===== src/common/f2c_cfg.svh =====
`ifndef F2C_CFG_SVH
`define F2C_CFG_SVH

// Width of an index into a host ring
`define F2C_RB_AWIDTH 10

// Width of one packet flit
`define F2C_FLIT_BITS 64

// Width of a queue id
`define F2C_QID_BITS 8

// Longest burst on the write bus, in flits
`define F2C_MAX_BURST 8

// Address step between two ring slots
`define F2C_FLIT_BYTES 64

`endif


===== src/common/f2c_pkg.sv =====
`include "f2c_cfg.svh"

package f2c_pkg;

  // Zero bits that fill a descriptor up to one flit
  localparam int DSC_PAD_BITS = `F2C_FLIT_BITS - 1 - `F2C_RB_AWIDTH - `F2C_QID_BITS;

  typedef struct packed {
    logic [`F2C_FLIT_BITS-1:0] data;
    logic                      sop;
  } flit_t;

  // One host ring with its base address and the next free slot
  typedef struct packed {
    logic [63:0]               kmem_addr;
    logic [`F2C_RB_AWIDTH-1:0] tail;
  } queue_state_t;

  typedef struct packed {
    logic [15:0]              size;             // In flits
    logic                     needs_dsc;
    logic                     descriptor_only;
    logic                     drop_data;
    logic                     drop_meta;
    logic [`F2C_QID_BITS-1:0] pkt_queue_id;
    queue_state_t             pkt_q_state;
    queue_state_t             dsc_q_state;
  } pkt_meta_t;

  // Descriptor as the host sees it in exactly one flit
  typedef struct packed {
    logic                      signal;
    logic [`F2C_RB_AWIDTH-1:0] tail;
    logic [`F2C_QID_BITS-1:0]  queue_id;
    logic [DSC_PAD_BITS-1:0]   pad;
  } rx_dsc_t;

  typedef enum logic [1:0] {
    START_TRANSFER,
    COMPLETE_BURST,
    START_BURST,
    SEND_DESCRIPTOR
  } f2c_state_t;

  // Selects which pair of event counters a write goes to
  typedef enum logic {
    PKT_FLIT,
    DESCRIPTOR
  } wr_kind_t;

endpackage


===== src/common/dma_wr_if.sv =====
`timescale 1ns/1ns
`include "f2c_cfg.svh"

interface dma_wr_if;

  logic                      req;
  f2c_pkg::wr_kind_t         kind;
  logic                      drop;
  logic [63:0]               address;
  logic [`F2C_FLIT_BITS-1:0] data;
  logic [3:0]                burstcount;  // Zero on continuation beats
  logic                      hold;

  modport seq (
    output req, kind, drop, address, data, burstcount,
    input  hold
  );

  modport bus (
    input  req, kind, drop, address, data, burstcount,
    output hold
  );

endinterface


===== src/rtl/f2c_meta_stage.sv =====
`timescale 1ns/1ns

module f2c_meta_stage (
  input  logic                clk,
  input  logic                rst,
  input  var f2c_pkg::pkt_meta_t meta_data,
  input  logic                meta_valid,
  output logic                meta_ready,
  output f2c_pkg::pkt_meta_t  staged,
  output logic                staged_valid,
  output logic                dsc_only,
  input  logic                meta_take
);

  f2c_pkg::pkt_meta_t meta_r1;
  logic               valid_r1;
  logic               advance;
  logic               ready_en;

  // Shift when the sequencer consumes the head or the head is empty
  assign advance = meta_take | ~staged_valid;

  // Upstream is only accepted once the stage is out of reset
  assign meta_ready = advance & ready_en;

  always_ff @(posedge clk) begin
    if (rst) begin
      ready_en     <= 1'b0;
      valid_r1     <= 1'b0;
      staged_valid <= 1'b0;
    end else begin
      ready_en <= 1'b1;
      if (advance) begin
        valid_r1     <= meta_valid & meta_ready;
        staged_valid <= valid_r1;
      end
    end
  end

  always_ff @(posedge clk) begin
    if (advance) begin
      meta_r1 <= meta_data;
      staged  <= meta_r1;
    end
  end

  assign dsc_only = staged_valid & staged.descriptor_only;

endmodule


===== src/rtl/f2c_dma_sequencer.sv =====
`timescale 1ns/1ns
`include "f2c_cfg.svh"

module f2c_dma_sequencer (
  input  logic                      clk,
  input  logic                      rst,
  input  var f2c_pkg::pkt_meta_t    staged,
  input  logic                      staged_valid,
  input  logic                      dsc_only,
  output logic                      meta_take,
  input  var f2c_pkg::flit_t        flit,
  input  logic                      pkt_valid,
  output logic                      pkt_ready,
  input  logic [`F2C_RB_AWIDTH-1:0] pkt_rb_size,
  input  logic [`F2C_RB_AWIDTH-1:0] pkt_rb_mask,
  dma_wr_if.seq                     wr
);

  f2c_pkg::f2c_state_t state;
  f2c_pkg::f2c_state_t nxt_beat;
  f2c_pkg::pkt_meta_t  cur;
  f2c_pkg::pkt_meta_t  src;
  f2c_pkg::pkt_meta_t  adv;
  f2c_pkg::rx_dsc_t    dsc;
  logic [3:0]          left;
  logic [3:0]          left_now;
  logic [3:0]          blen;
  logic                first;
  logic                can_beat;
  logic                beat;
  logic                dsc_send;

  // Burst length is capped by the bus, the packet and the end of the ring
  function automatic logic [3:0] plan_burst(
    input logic [15:0]               size,
    input logic [`F2C_RB_AWIDTH-1:0] tail,
    input logic [`F2C_RB_AWIDTH-1:0] rb_size
  );
    logic [15:0]               n;
    logic [`F2C_RB_AWIDTH-1:0] room;
    room = rb_size - tail;
    n = 16'(`F2C_MAX_BURST);
    if (size < n) begin
      n = size;
    end
    if (16'(room) < n) begin
      n = 16'(room);
    end
    return n[3:0];
  endfunction

  always_comb begin
    // A new packet is planned straight from the staged metadata
    src      = (state == f2c_pkg::START_TRANSFER) ? staged : cur;
    first    = (state != f2c_pkg::COMPLETE_BURST);
    blen     = plan_burst(src.size, src.pkt_q_state.tail, pkt_rb_size);
    left_now = first ? blen : left;

    adv                  = src;
    adv.size             = src.size - 16'd1;
    adv.pkt_q_state.tail = (src.pkt_q_state.tail + 1'b1) & pkt_rb_mask;

    dsc.signal   = 1'b1;
    dsc.tail     = cur.pkt_q_state.tail;
    dsc.queue_id = cur.pkt_queue_id;
    dsc.pad      = '0;

    can_beat  = pkt_valid & ~wr.hold;
    beat      = 1'b0;
    dsc_send  = 1'b0;
    meta_take = 1'b0;
    case (state)
      f2c_pkg::START_TRANSFER: begin
        if (dsc_only) begin
          meta_take = 1'b1;
        end else if (staged_valid && can_beat) begin
          beat      = 1'b1;
          meta_take = 1'b1;
        end
      end
      f2c_pkg::COMPLETE_BURST, f2c_pkg::START_BURST: begin
        beat = can_beat;
      end
      f2c_pkg::SEND_DESCRIPTOR: begin
        if (!wr.hold) begin
          dsc_send  = 1'b1;
          meta_take = dsc_only;
        end
      end
      default: begin
        beat = 1'b0;
      end
    endcase
    pkt_ready = beat;

    // Where to go after this beat
    if (left_now != 4'd1) begin
      nxt_beat = f2c_pkg::COMPLETE_BURST;
    end else if (adv.size != 16'd0) begin
      nxt_beat = f2c_pkg::START_BURST;
    end else if (src.needs_dsc) begin
      nxt_beat = f2c_pkg::SEND_DESCRIPTOR;
    end else begin
      nxt_beat = f2c_pkg::START_TRANSFER;
    end

    wr.req  = beat | dsc_send;
    wr.kind = dsc_send ? f2c_pkg::DESCRIPTOR : f2c_pkg::PKT_FLIT;
    wr.drop = dsc_send ? cur.drop_meta : src.drop_data;
    if (dsc_send) begin
      wr.address    = cur.dsc_q_state.kmem_addr
                    + 64'(`F2C_FLIT_BYTES) * 64'(cur.dsc_q_state.tail);
      wr.data       = dsc;
      wr.burstcount = 4'd1;
    end else begin
      wr.address    = src.pkt_q_state.kmem_addr
                    + 64'(`F2C_FLIT_BYTES) * 64'(src.pkt_q_state.tail);
      wr.data       = flit.data;
      wr.burstcount = first ? blen : 4'd0;
    end
  end

  always_ff @(posedge clk) begin
    if (rst) begin
      state <= f2c_pkg::START_TRANSFER;
      left  <= 4'd0;
    end else if (beat) begin
      state <= nxt_beat;
      left  <= left_now - 4'd1;
    end else if (state == f2c_pkg::START_TRANSFER && dsc_only) begin
      state <= f2c_pkg::SEND_DESCRIPTOR;
    end else if (dsc_send) begin
      // Back to back descriptors skip the idle state
      state <= dsc_only ? f2c_pkg::SEND_DESCRIPTOR : f2c_pkg::START_TRANSFER;
    end
  end

  always_ff @(posedge clk) begin
    if (beat) begin
      cur <= adv;
    end else if (meta_take) begin
      cur <= staged;
    end
  end

  // Upstream must only hand over rings that were set up by the host
  a_queue_addr: assert property (@(posedge clk) disable iff (rst)
    meta_take |-> (staged.pkt_q_state.kmem_addr != 64'd0 &&
                   staged.dsc_q_state.kmem_addr != 64'd0));

  a_single_sop: assert property (@(posedge clk) disable iff (rst)
    (beat && state == f2c_pkg::START_TRANSFER && staged.size == 16'd1) |-> flit.sop);

  // A stalled transfer keeps its place in the burst and issues nothing new
  a_hold_freeze: assert property (@(posedge clk) disable iff (rst)
    (wr.hold && state != f2c_pkg::START_TRANSFER) |=> ($stable(state) && $stable(left)));

endmodule


===== src/rtl/f2c_bus_stage.sv =====
`timescale 1ns/1ns
`include "f2c_cfg.svh"

module f2c_bus_stage (
  input  logic                      clk,
  input  logic                      rst,
  input  logic                      waitrequest,
  dma_wr_if.bus                     wr,
  output logic                      bus_write,
  output logic [63:0]               bus_address,
  output logic [`F2C_FLIT_BITS-1:0] bus_writedata,
  output logic [3:0]                bus_burstcount,
  output logic [31:0]               dma_pkt_flit_cnt,
  output logic [31:0]               dma_pkt_flit_drop_cnt,
  output logic [31:0]               dma_dsc_cnt,
  output logic [31:0]               dma_dsc_drop_cnt
);

  logic                      write_r1;
  logic [63:0]               address_r1;
  logic [`F2C_FLIT_BITS-1:0] data_r1;
  logic [3:0]                burst_r1;
  logic                      take;

  // The sequencer and both register stages stall on the same waitrequest
  assign wr.hold = waitrequest;
  assign take    = wr.req & ~wr.hold;

  always_ff @(posedge clk) begin
    if (rst) begin
      write_r1  <= 1'b0;
      bus_write <= 1'b0;
    end else if (!waitrequest) begin
      write_r1  <= take & ~wr.drop;
      bus_write <= write_r1;
    end
  end

  always_ff @(posedge clk) begin
    if (!waitrequest) begin
      address_r1     <= wr.address;
      data_r1        <= wr.data;
      burst_r1       <= wr.burstcount;
      bus_address    <= address_r1;
      bus_writedata  <= data_r1;
      bus_burstcount <= burst_r1;
    end
  end

  // Dropped items are counted when taken even though nothing reaches the bus
  always_ff @(posedge clk) begin
    if (rst) begin
      dma_pkt_flit_cnt      <= 32'd0;
      dma_pkt_flit_drop_cnt <= 32'd0;
      dma_dsc_cnt           <= 32'd0;
      dma_dsc_drop_cnt      <= 32'd0;
    end else if (take) begin
      case ({wr.kind == f2c_pkg::DESCRIPTOR, wr.drop})
        2'b00:   dma_pkt_flit_cnt      <= dma_pkt_flit_cnt + 32'd1;
        2'b01:   dma_pkt_flit_drop_cnt <= dma_pkt_flit_drop_cnt + 32'd1;
        2'b10:   dma_dsc_cnt           <= dma_dsc_cnt + 32'd1;
        default: dma_dsc_drop_cnt      <= dma_dsc_drop_cnt + 32'd1;
      endcase
    end
  end

  a_hold_stable: assert property (@(posedge clk) disable iff (rst)
    (bus_write && waitrequest) |=>
      ($stable(bus_write) && $stable(bus_address) &&
       $stable(bus_writedata) && $stable(bus_burstcount)));

endmodule


===== src/rtl/f2c_dma_top.sv =====
`timescale 1ns/1ns
`include "f2c_cfg.svh"

module f2c_dma_top (
  input  logic                      clk,
  input  logic                      rst,
  input  var f2c_pkg::flit_t        flit,
  input  logic                      pkt_valid,
  output logic                      pkt_ready,
  input  var f2c_pkg::pkt_meta_t    meta_data,
  input  logic                      meta_valid,
  output logic                      meta_ready,
  input  logic [`F2C_RB_AWIDTH:0]   pkt_rb_size,
  input  logic                      waitrequest,
  output logic                      bus_write,
  output logic [63:0]               bus_address,
  output logic [`F2C_FLIT_BITS-1:0] bus_writedata,
  output logic [3:0]                bus_burstcount,
  output logic [31:0]               dma_pkt_flit_cnt,
  output logic [31:0]               dma_pkt_flit_drop_cnt,
  output logic [31:0]               dma_dsc_cnt,
  output logic [31:0]               dma_dsc_drop_cnt
);

  logic [`F2C_RB_AWIDTH-1:0] pkt_rb_size_r;
  logic [`F2C_RB_AWIDTH-1:0] pkt_rb_mask;
  f2c_pkg::pkt_meta_t        staged;
  logic                      staged_valid;
  logic                      dsc_only;
  logic                      meta_take;

  // Ring size is a power of two so the mask wraps the tail
  always_ff @(posedge clk) begin
    pkt_rb_size_r <= pkt_rb_size[`F2C_RB_AWIDTH-1:0];
    pkt_rb_mask   <= pkt_rb_size[`F2C_RB_AWIDTH-1:0] - 1'b1;
  end

  dma_wr_if wr_bus ();

  f2c_meta_stage u_meta_stage (
    .clk          (clk),
    .rst          (rst),
    .meta_data    (meta_data),
    .meta_valid   (meta_valid),
    .meta_ready   (meta_ready),
    .staged       (staged),
    .staged_valid (staged_valid),
    .dsc_only     (dsc_only),
    .meta_take    (meta_take)
  );

  f2c_dma_sequencer u_sequencer (
    .clk          (clk),
    .rst          (rst),
    .staged       (staged),
    .staged_valid (staged_valid),
    .dsc_only     (dsc_only),
    .meta_take    (meta_take),
    .flit         (flit),
    .pkt_valid    (pkt_valid),
    .pkt_ready    (pkt_ready),
    .pkt_rb_size  (pkt_rb_size_r),
    .pkt_rb_mask  (pkt_rb_mask),
    .wr           (wr_bus)
  );

  f2c_bus_stage u_bus_stage (
    .clk                   (clk),
    .rst                   (rst),
    .waitrequest           (waitrequest),
    .wr                    (wr_bus),
    .bus_write             (bus_write),
    .bus_address           (bus_address),
    .bus_writedata         (bus_writedata),
    .bus_burstcount        (bus_burstcount),
    .dma_pkt_flit_cnt      (dma_pkt_flit_cnt),
    .dma_pkt_flit_drop_cnt (dma_pkt_flit_drop_cnt),
    .dma_dsc_cnt           (dma_dsc_cnt),
    .dma_dsc_drop_cnt      (dma_dsc_drop_cnt)
  );

endmodule


===== config.mk =====
export PLATFORM = sky130hd
export DESIGN_NAME = f2c_dma_top
export DESIGN_NICKNAME = d
export VERILOG_FILES = /design/src/common/f2c_pkg.sv /design/src/common/dma_wr_if.sv /design/src/rtl/f2c_meta_stage.sv /design/src/rtl/f2c_dma_sequencer.sv /design/src/rtl/f2c_bus_stage.sv /design/src/rtl/f2c_dma_top.sv
export VERILOG_INCLUDE_DIRS = /design/src /design/src/common
export SDC_FILE = /design/constraint.sdc
export NUM_CORES = 1
export LEC_CHECK = 0
export BUFFER_PORTS_ARGS = -buffer_cell sky130_fd_sc_hd__buf_2
export CORE_ASPECT_RATIO = 0.8
export CORE_MARGIN = 2
export CORE_UTILIZATION = 45
export DETAILED_ROUTE_END_ITERATION = 8
export PLACE_DENSITY = 0.64
export SETUP_SLACK_MARGIN = 0.4
export SKIP_LAST_GASP = 1
export SLEW_MARGIN = 10
export SYNTH_ARGS = -nofsm -noshare
export SYNTH_HDL_FRONTEND = slang
export SYNTH_SLANG_ARGS = --single-unit

===== constraint.sdc =====
create_clock -name clk -period 21.7 [get_ports clk]
set_clock_uncertainty 0.1 [all_clocks]
set_input_delay 4.34 -clock clk [delete_from_list [all_inputs] [get_ports clk]]
set_output_delay 4.34 -clock clk [all_outputs]
set_load 0.02 [all_outputs]

==> impl_metrics.py <==
metrics = {
    "status": {
        "outcome": "completed",
    },
    "power_and_ir_drop": {
        "p_leak_nw": 17.73,
        "powerDensity_nw_per_um2": 96.59,
        "sw_frac_of_total_pct": 24.77,
        "pwr-share-seq_pct": 50.2,
        "p_clk_share_pct": 37.8,
        "p_int_mw": 3.341,
        "power_switching_mw": 1.100,
        "ir_drop_mv": 0.06596,
        "pwr-share-comb_pct": 12.0,
    },
    "synthesis": {
        "syn_area_per_cell_um2": 13.71,
        "synth_area_leader_cell": "edfxtp_1",
        "synth.distinct_cells": 86,
        "seq_area_frac_synth_pct": 69.25,
        "synth_top_area_share_pct": 61.06,
        "synth_seq_cells": 950,
        "syn_inst": 2837,
        "synthFlopType": "edfxtp_1",
        "async_reset_ff_share_pct": 0,
        "ys_warn_count": 0,
        "yosys-top-cells-area": "edfxtp_1 61%, dfxtp_1 8.2%, xor2_1 2.9%, nand2_1 2.6%, mux2i_1 2.6%",
        "syn_area_um2": 38900,
        "synth_edf_count": 791,
    },
    "timing": {
        "hold_violations": 0,
        "drv_slew": 0,
        "setup_slack_ns": 11.63,
        "fmax_mhz": 99.28,
        "setup_viol": 0,
        "min_period_ns": 10.07,
        "setup_tns_ns": 0,
        "worst_pin_slew_ns": 1.123,
        "slew-limit-headroom_pct": 24.42,
        "grt_setup_unrepaired": "no",
        "min_period_over_period_pct": 46.42,
    },
    "worst_setup_path": {
        "endpoint_kind": "output port",
        "worstPathArrival_ns": 5.63,
        "cp_common_cell": "buf_2",
        "crit_fanout": 22,
        "crit_path_top_delay_cell": "nand2b_4",
        "worstSetupPathType": "in2out",
        "crit_chain": "buf_2 -> nor2b_1 -> o21ai_0 -> a21oi_1 -> nand2b_4 -> and2_1 -> buf_2",
        "max_stage_delay_ns": 0.35,
        "crit_family": "simple AND/OR/NAND/NOR gates",
        "start_kind": "input pin",
        "path_buf_inv": 2,
        "cp_data_required_time_ns": 17.26,
    },
    "grt": {
        "grt_pass1_wl_um": 129900,
        "grt_max_degree": 110,
        "grtUsageTotal_pct": 18.90,
        "grt_pass1_vias": 22131,
        "grt.overflow.total": 0,
        "antenna_found_initial": 11,
    },
    "layout": {
        "nets": 3694,
        "area_growth_pct": 18.20,
        "num-fill-cells": 7272,
        "drive_above_1_share_pct": 22.49,
    },
    "route": {
        "dr_total_vias": 23584,
        "dr.pass1.iters": 5,
        "wirelength_um": 85280,
        "drc": 0,
        "ant_nets": 0,
        "wl_per_cell_um": 18.55,
        "vias_per_cell": 5.130,
        "dr.first_iter.drc_count": 1683,
    },
    "place": {
        "dpl.hpwl_um": 57790,
        "io_buffers": 517,
        "dpl_worst_slack_ns": 11.63,
        "gp_congestion": 0.8602,
    },
    "floorplan": {
        "dieArea_um2": 88820,
        "ioPinCount": 520,
        "initial_core_util_pct": 45.42,
        "die_h_um": 267.0,
        "fp.coreArea_um2": 85640,
        "die_x_um": 332.7,
        "rows": 96,
    },
    "cts": {
        "cts_tree": "built",
        "cts.sinks": 950,
        "cts_root_buf": "clkbuf_16",
        "clk_latency_ns": 0.66,
        "htree_num_levels": 3,
        "post_cts_buffers": 0,
        "cts_buffers": 96,
        "clock_path_buffers": 3,
        "path_clk_slew_ns": 0.06,
        "ctsResizeCount": 0,
        "hold_buffers": 0,
    },
    "hold_path": {
        "holdCritPathClass": "reg2reg",
    },
    "flow_run": {
        "maxCapViolations": 0,
    },
}
routing by layer:
| metal | share of wire, % | global-route usage (%) | up-vias |
|---|---|---|---|
| met5 | 0.054 | 0 | - |
| met4 | 2.7 | 6.167 | 6 |
| met3 | 5.2 | 3.182 | 147 |
| met2 | 45 | 29.12 | 657 |
| met1 | 47 | 27.31 | 11290 |
| li1 | - | - | 11484 |
cell families (layout without fill, tap and decap cells):
logic type	after synthesis	after routing	synth area share [%]
and+or+nand+nor	979	979	13.02
DFF	950	950	69.25
AOI/OAI and AO/OA	301	301	4.818
xor gates and xnor gates	236	236	5.314
buffers and inverters	163	785	1.698
muxes	153	153	4.101
adders and majority gates	54	54	1.795
other	1	12	0.009640
final cells by class:
class | count | area, um2 | area share, %
Sequential cell | 950 | 26940 | 58.58
Multi-Input combinational cell | 1729 | 11380 | 24.75
Timing Repair Buffer | 543 | 2785 | 6.058
Clock buffer | 112 | 2536 | 5.516
Tap cell | 1127 | 1410 | 3.067
Clock inverter | 67 | 671.9 | 1.461
Inverter | 63 | 244.0 | 0.5307
Antenna cell | 6 | 15.01 | 0.03266
power groups by stage:
stage / combinational [mW] / clock (mW) / sequential, mW
final: 0.531 / 1.68 / 2.23
after global placement: 0.526 / 0 / 2.26
after CTS: 0.535 / 1.73 / 2.23
after floorplan: 0.336 / 0 / 2.30
after global routing: 0.588 / 1.79 / 2.24
after detailed placement: 0.531 / 0 / 2.27
registers in the layout, indices dropped and copies added (netlist names), 64 cells and up:
register	flops
u_bus_stage.data_r1	64
u_bus_stage.bus_writedata	64
u_meta_stage.meta_r1	176
u_bus_stage.bus_address	64
u_sequencer.cur	175
u_meta_stage.staged	176
u_bus_stage.address_r1	64
cell usage after synthesis (all sizes together) (8+ instances only):
| cell | instances |
|---|---|
| nand3 | 93 |
| inv | 63 |
| dfxtp | 159 |
| o21ai | 104 |
| a211oi | 9 |
| a21o | 10 |
| a2111oi | 10 |
| or2 | 11 |
| nand2 | 273 |
| nand3b | 10 |
| mux2 | 51 |
| xnor2 | 106 |
| nor2 | 178 |
| o31ai | 8 |
| and2 | 148 |
| edfxtp | 791 |
| mux2i | 102 |
| clkbuf | 70 |
| and3 | 30 |
| ha | 51 |
| a21oi | 90 |
| nand2b | 10 |
| nand4b | 12 |
| or4 | 8 |
| and4 | 19 |
| nor3b | 12 |
| nor4 | 18 |
| nand4 | 42 |
| nor3 | 51 |
| buf | 30 |
| o21a | 12 |
| nor2b | 15 |
| xor2 | 130 |
| or3 | 35 |
path summary, 6_finish.rpt:
kind                                         startpoint                            end  slack, ns  depth (start not counted)
worst max-delay path                        waitrequest                     meta_ready      11.63                          7
worst min-delay path            u_bus_stage.data_r1[16]  u_bus_stage.bus_writedata[16]       0.31                          0
worst max register to register     u_sequencer.state[0]           u_sequencer.state[1]      15.68                         23
worst min register to register  u_bus_stage.data_r1[16]  u_bus_stage.bus_writedata[16]       0.31                          0
through the flow:
step	instances	total power, mW	hold WS (ns)	instance area [um2]	util, %
after CTS	4591	4.490	0.3118	45960	53.67
after global placement	4412	2.791	0.3000	42750	49.92
after floorplan	2842	2.631	0.3003	38920	-
final	4597	4.441	0.3139	45980	53.69
after detailed placement	4412	2.800	0.3045	42750	49.92
after global routing	4595	4.626	0.3187	45970	53.68
cell usage in the layout, fill, tap and decap left out, types with 33 or more instances in the layout:
master | synthesis | layout
or3_1 | 33 | 33
and2_1 | 148 | 147
ha_1 | 51 | 50
o21ai_0 | 98 | 98
nand2_1 | 273 | 272
nor3_1 | 49 | 49
buf_2 | 9 | 516
nand3_1 | 93 | 93
inv_1 | 62 | 60
a21oi_1 | 90 | 90
dfxtp_1 | 159 | 159
edfxtp_1 | 791 | 791
nor2_1 | 177 | 177
mux2_2 | 50 | 50
nand4_1 | 42 | 42
clkbuf_16 | 0 | 99
mux2i_1 | 102 | 102
xor2_1 | 130 | 130
xnor2_1 | 106 | 106
(Power assumes the default switching activity.)
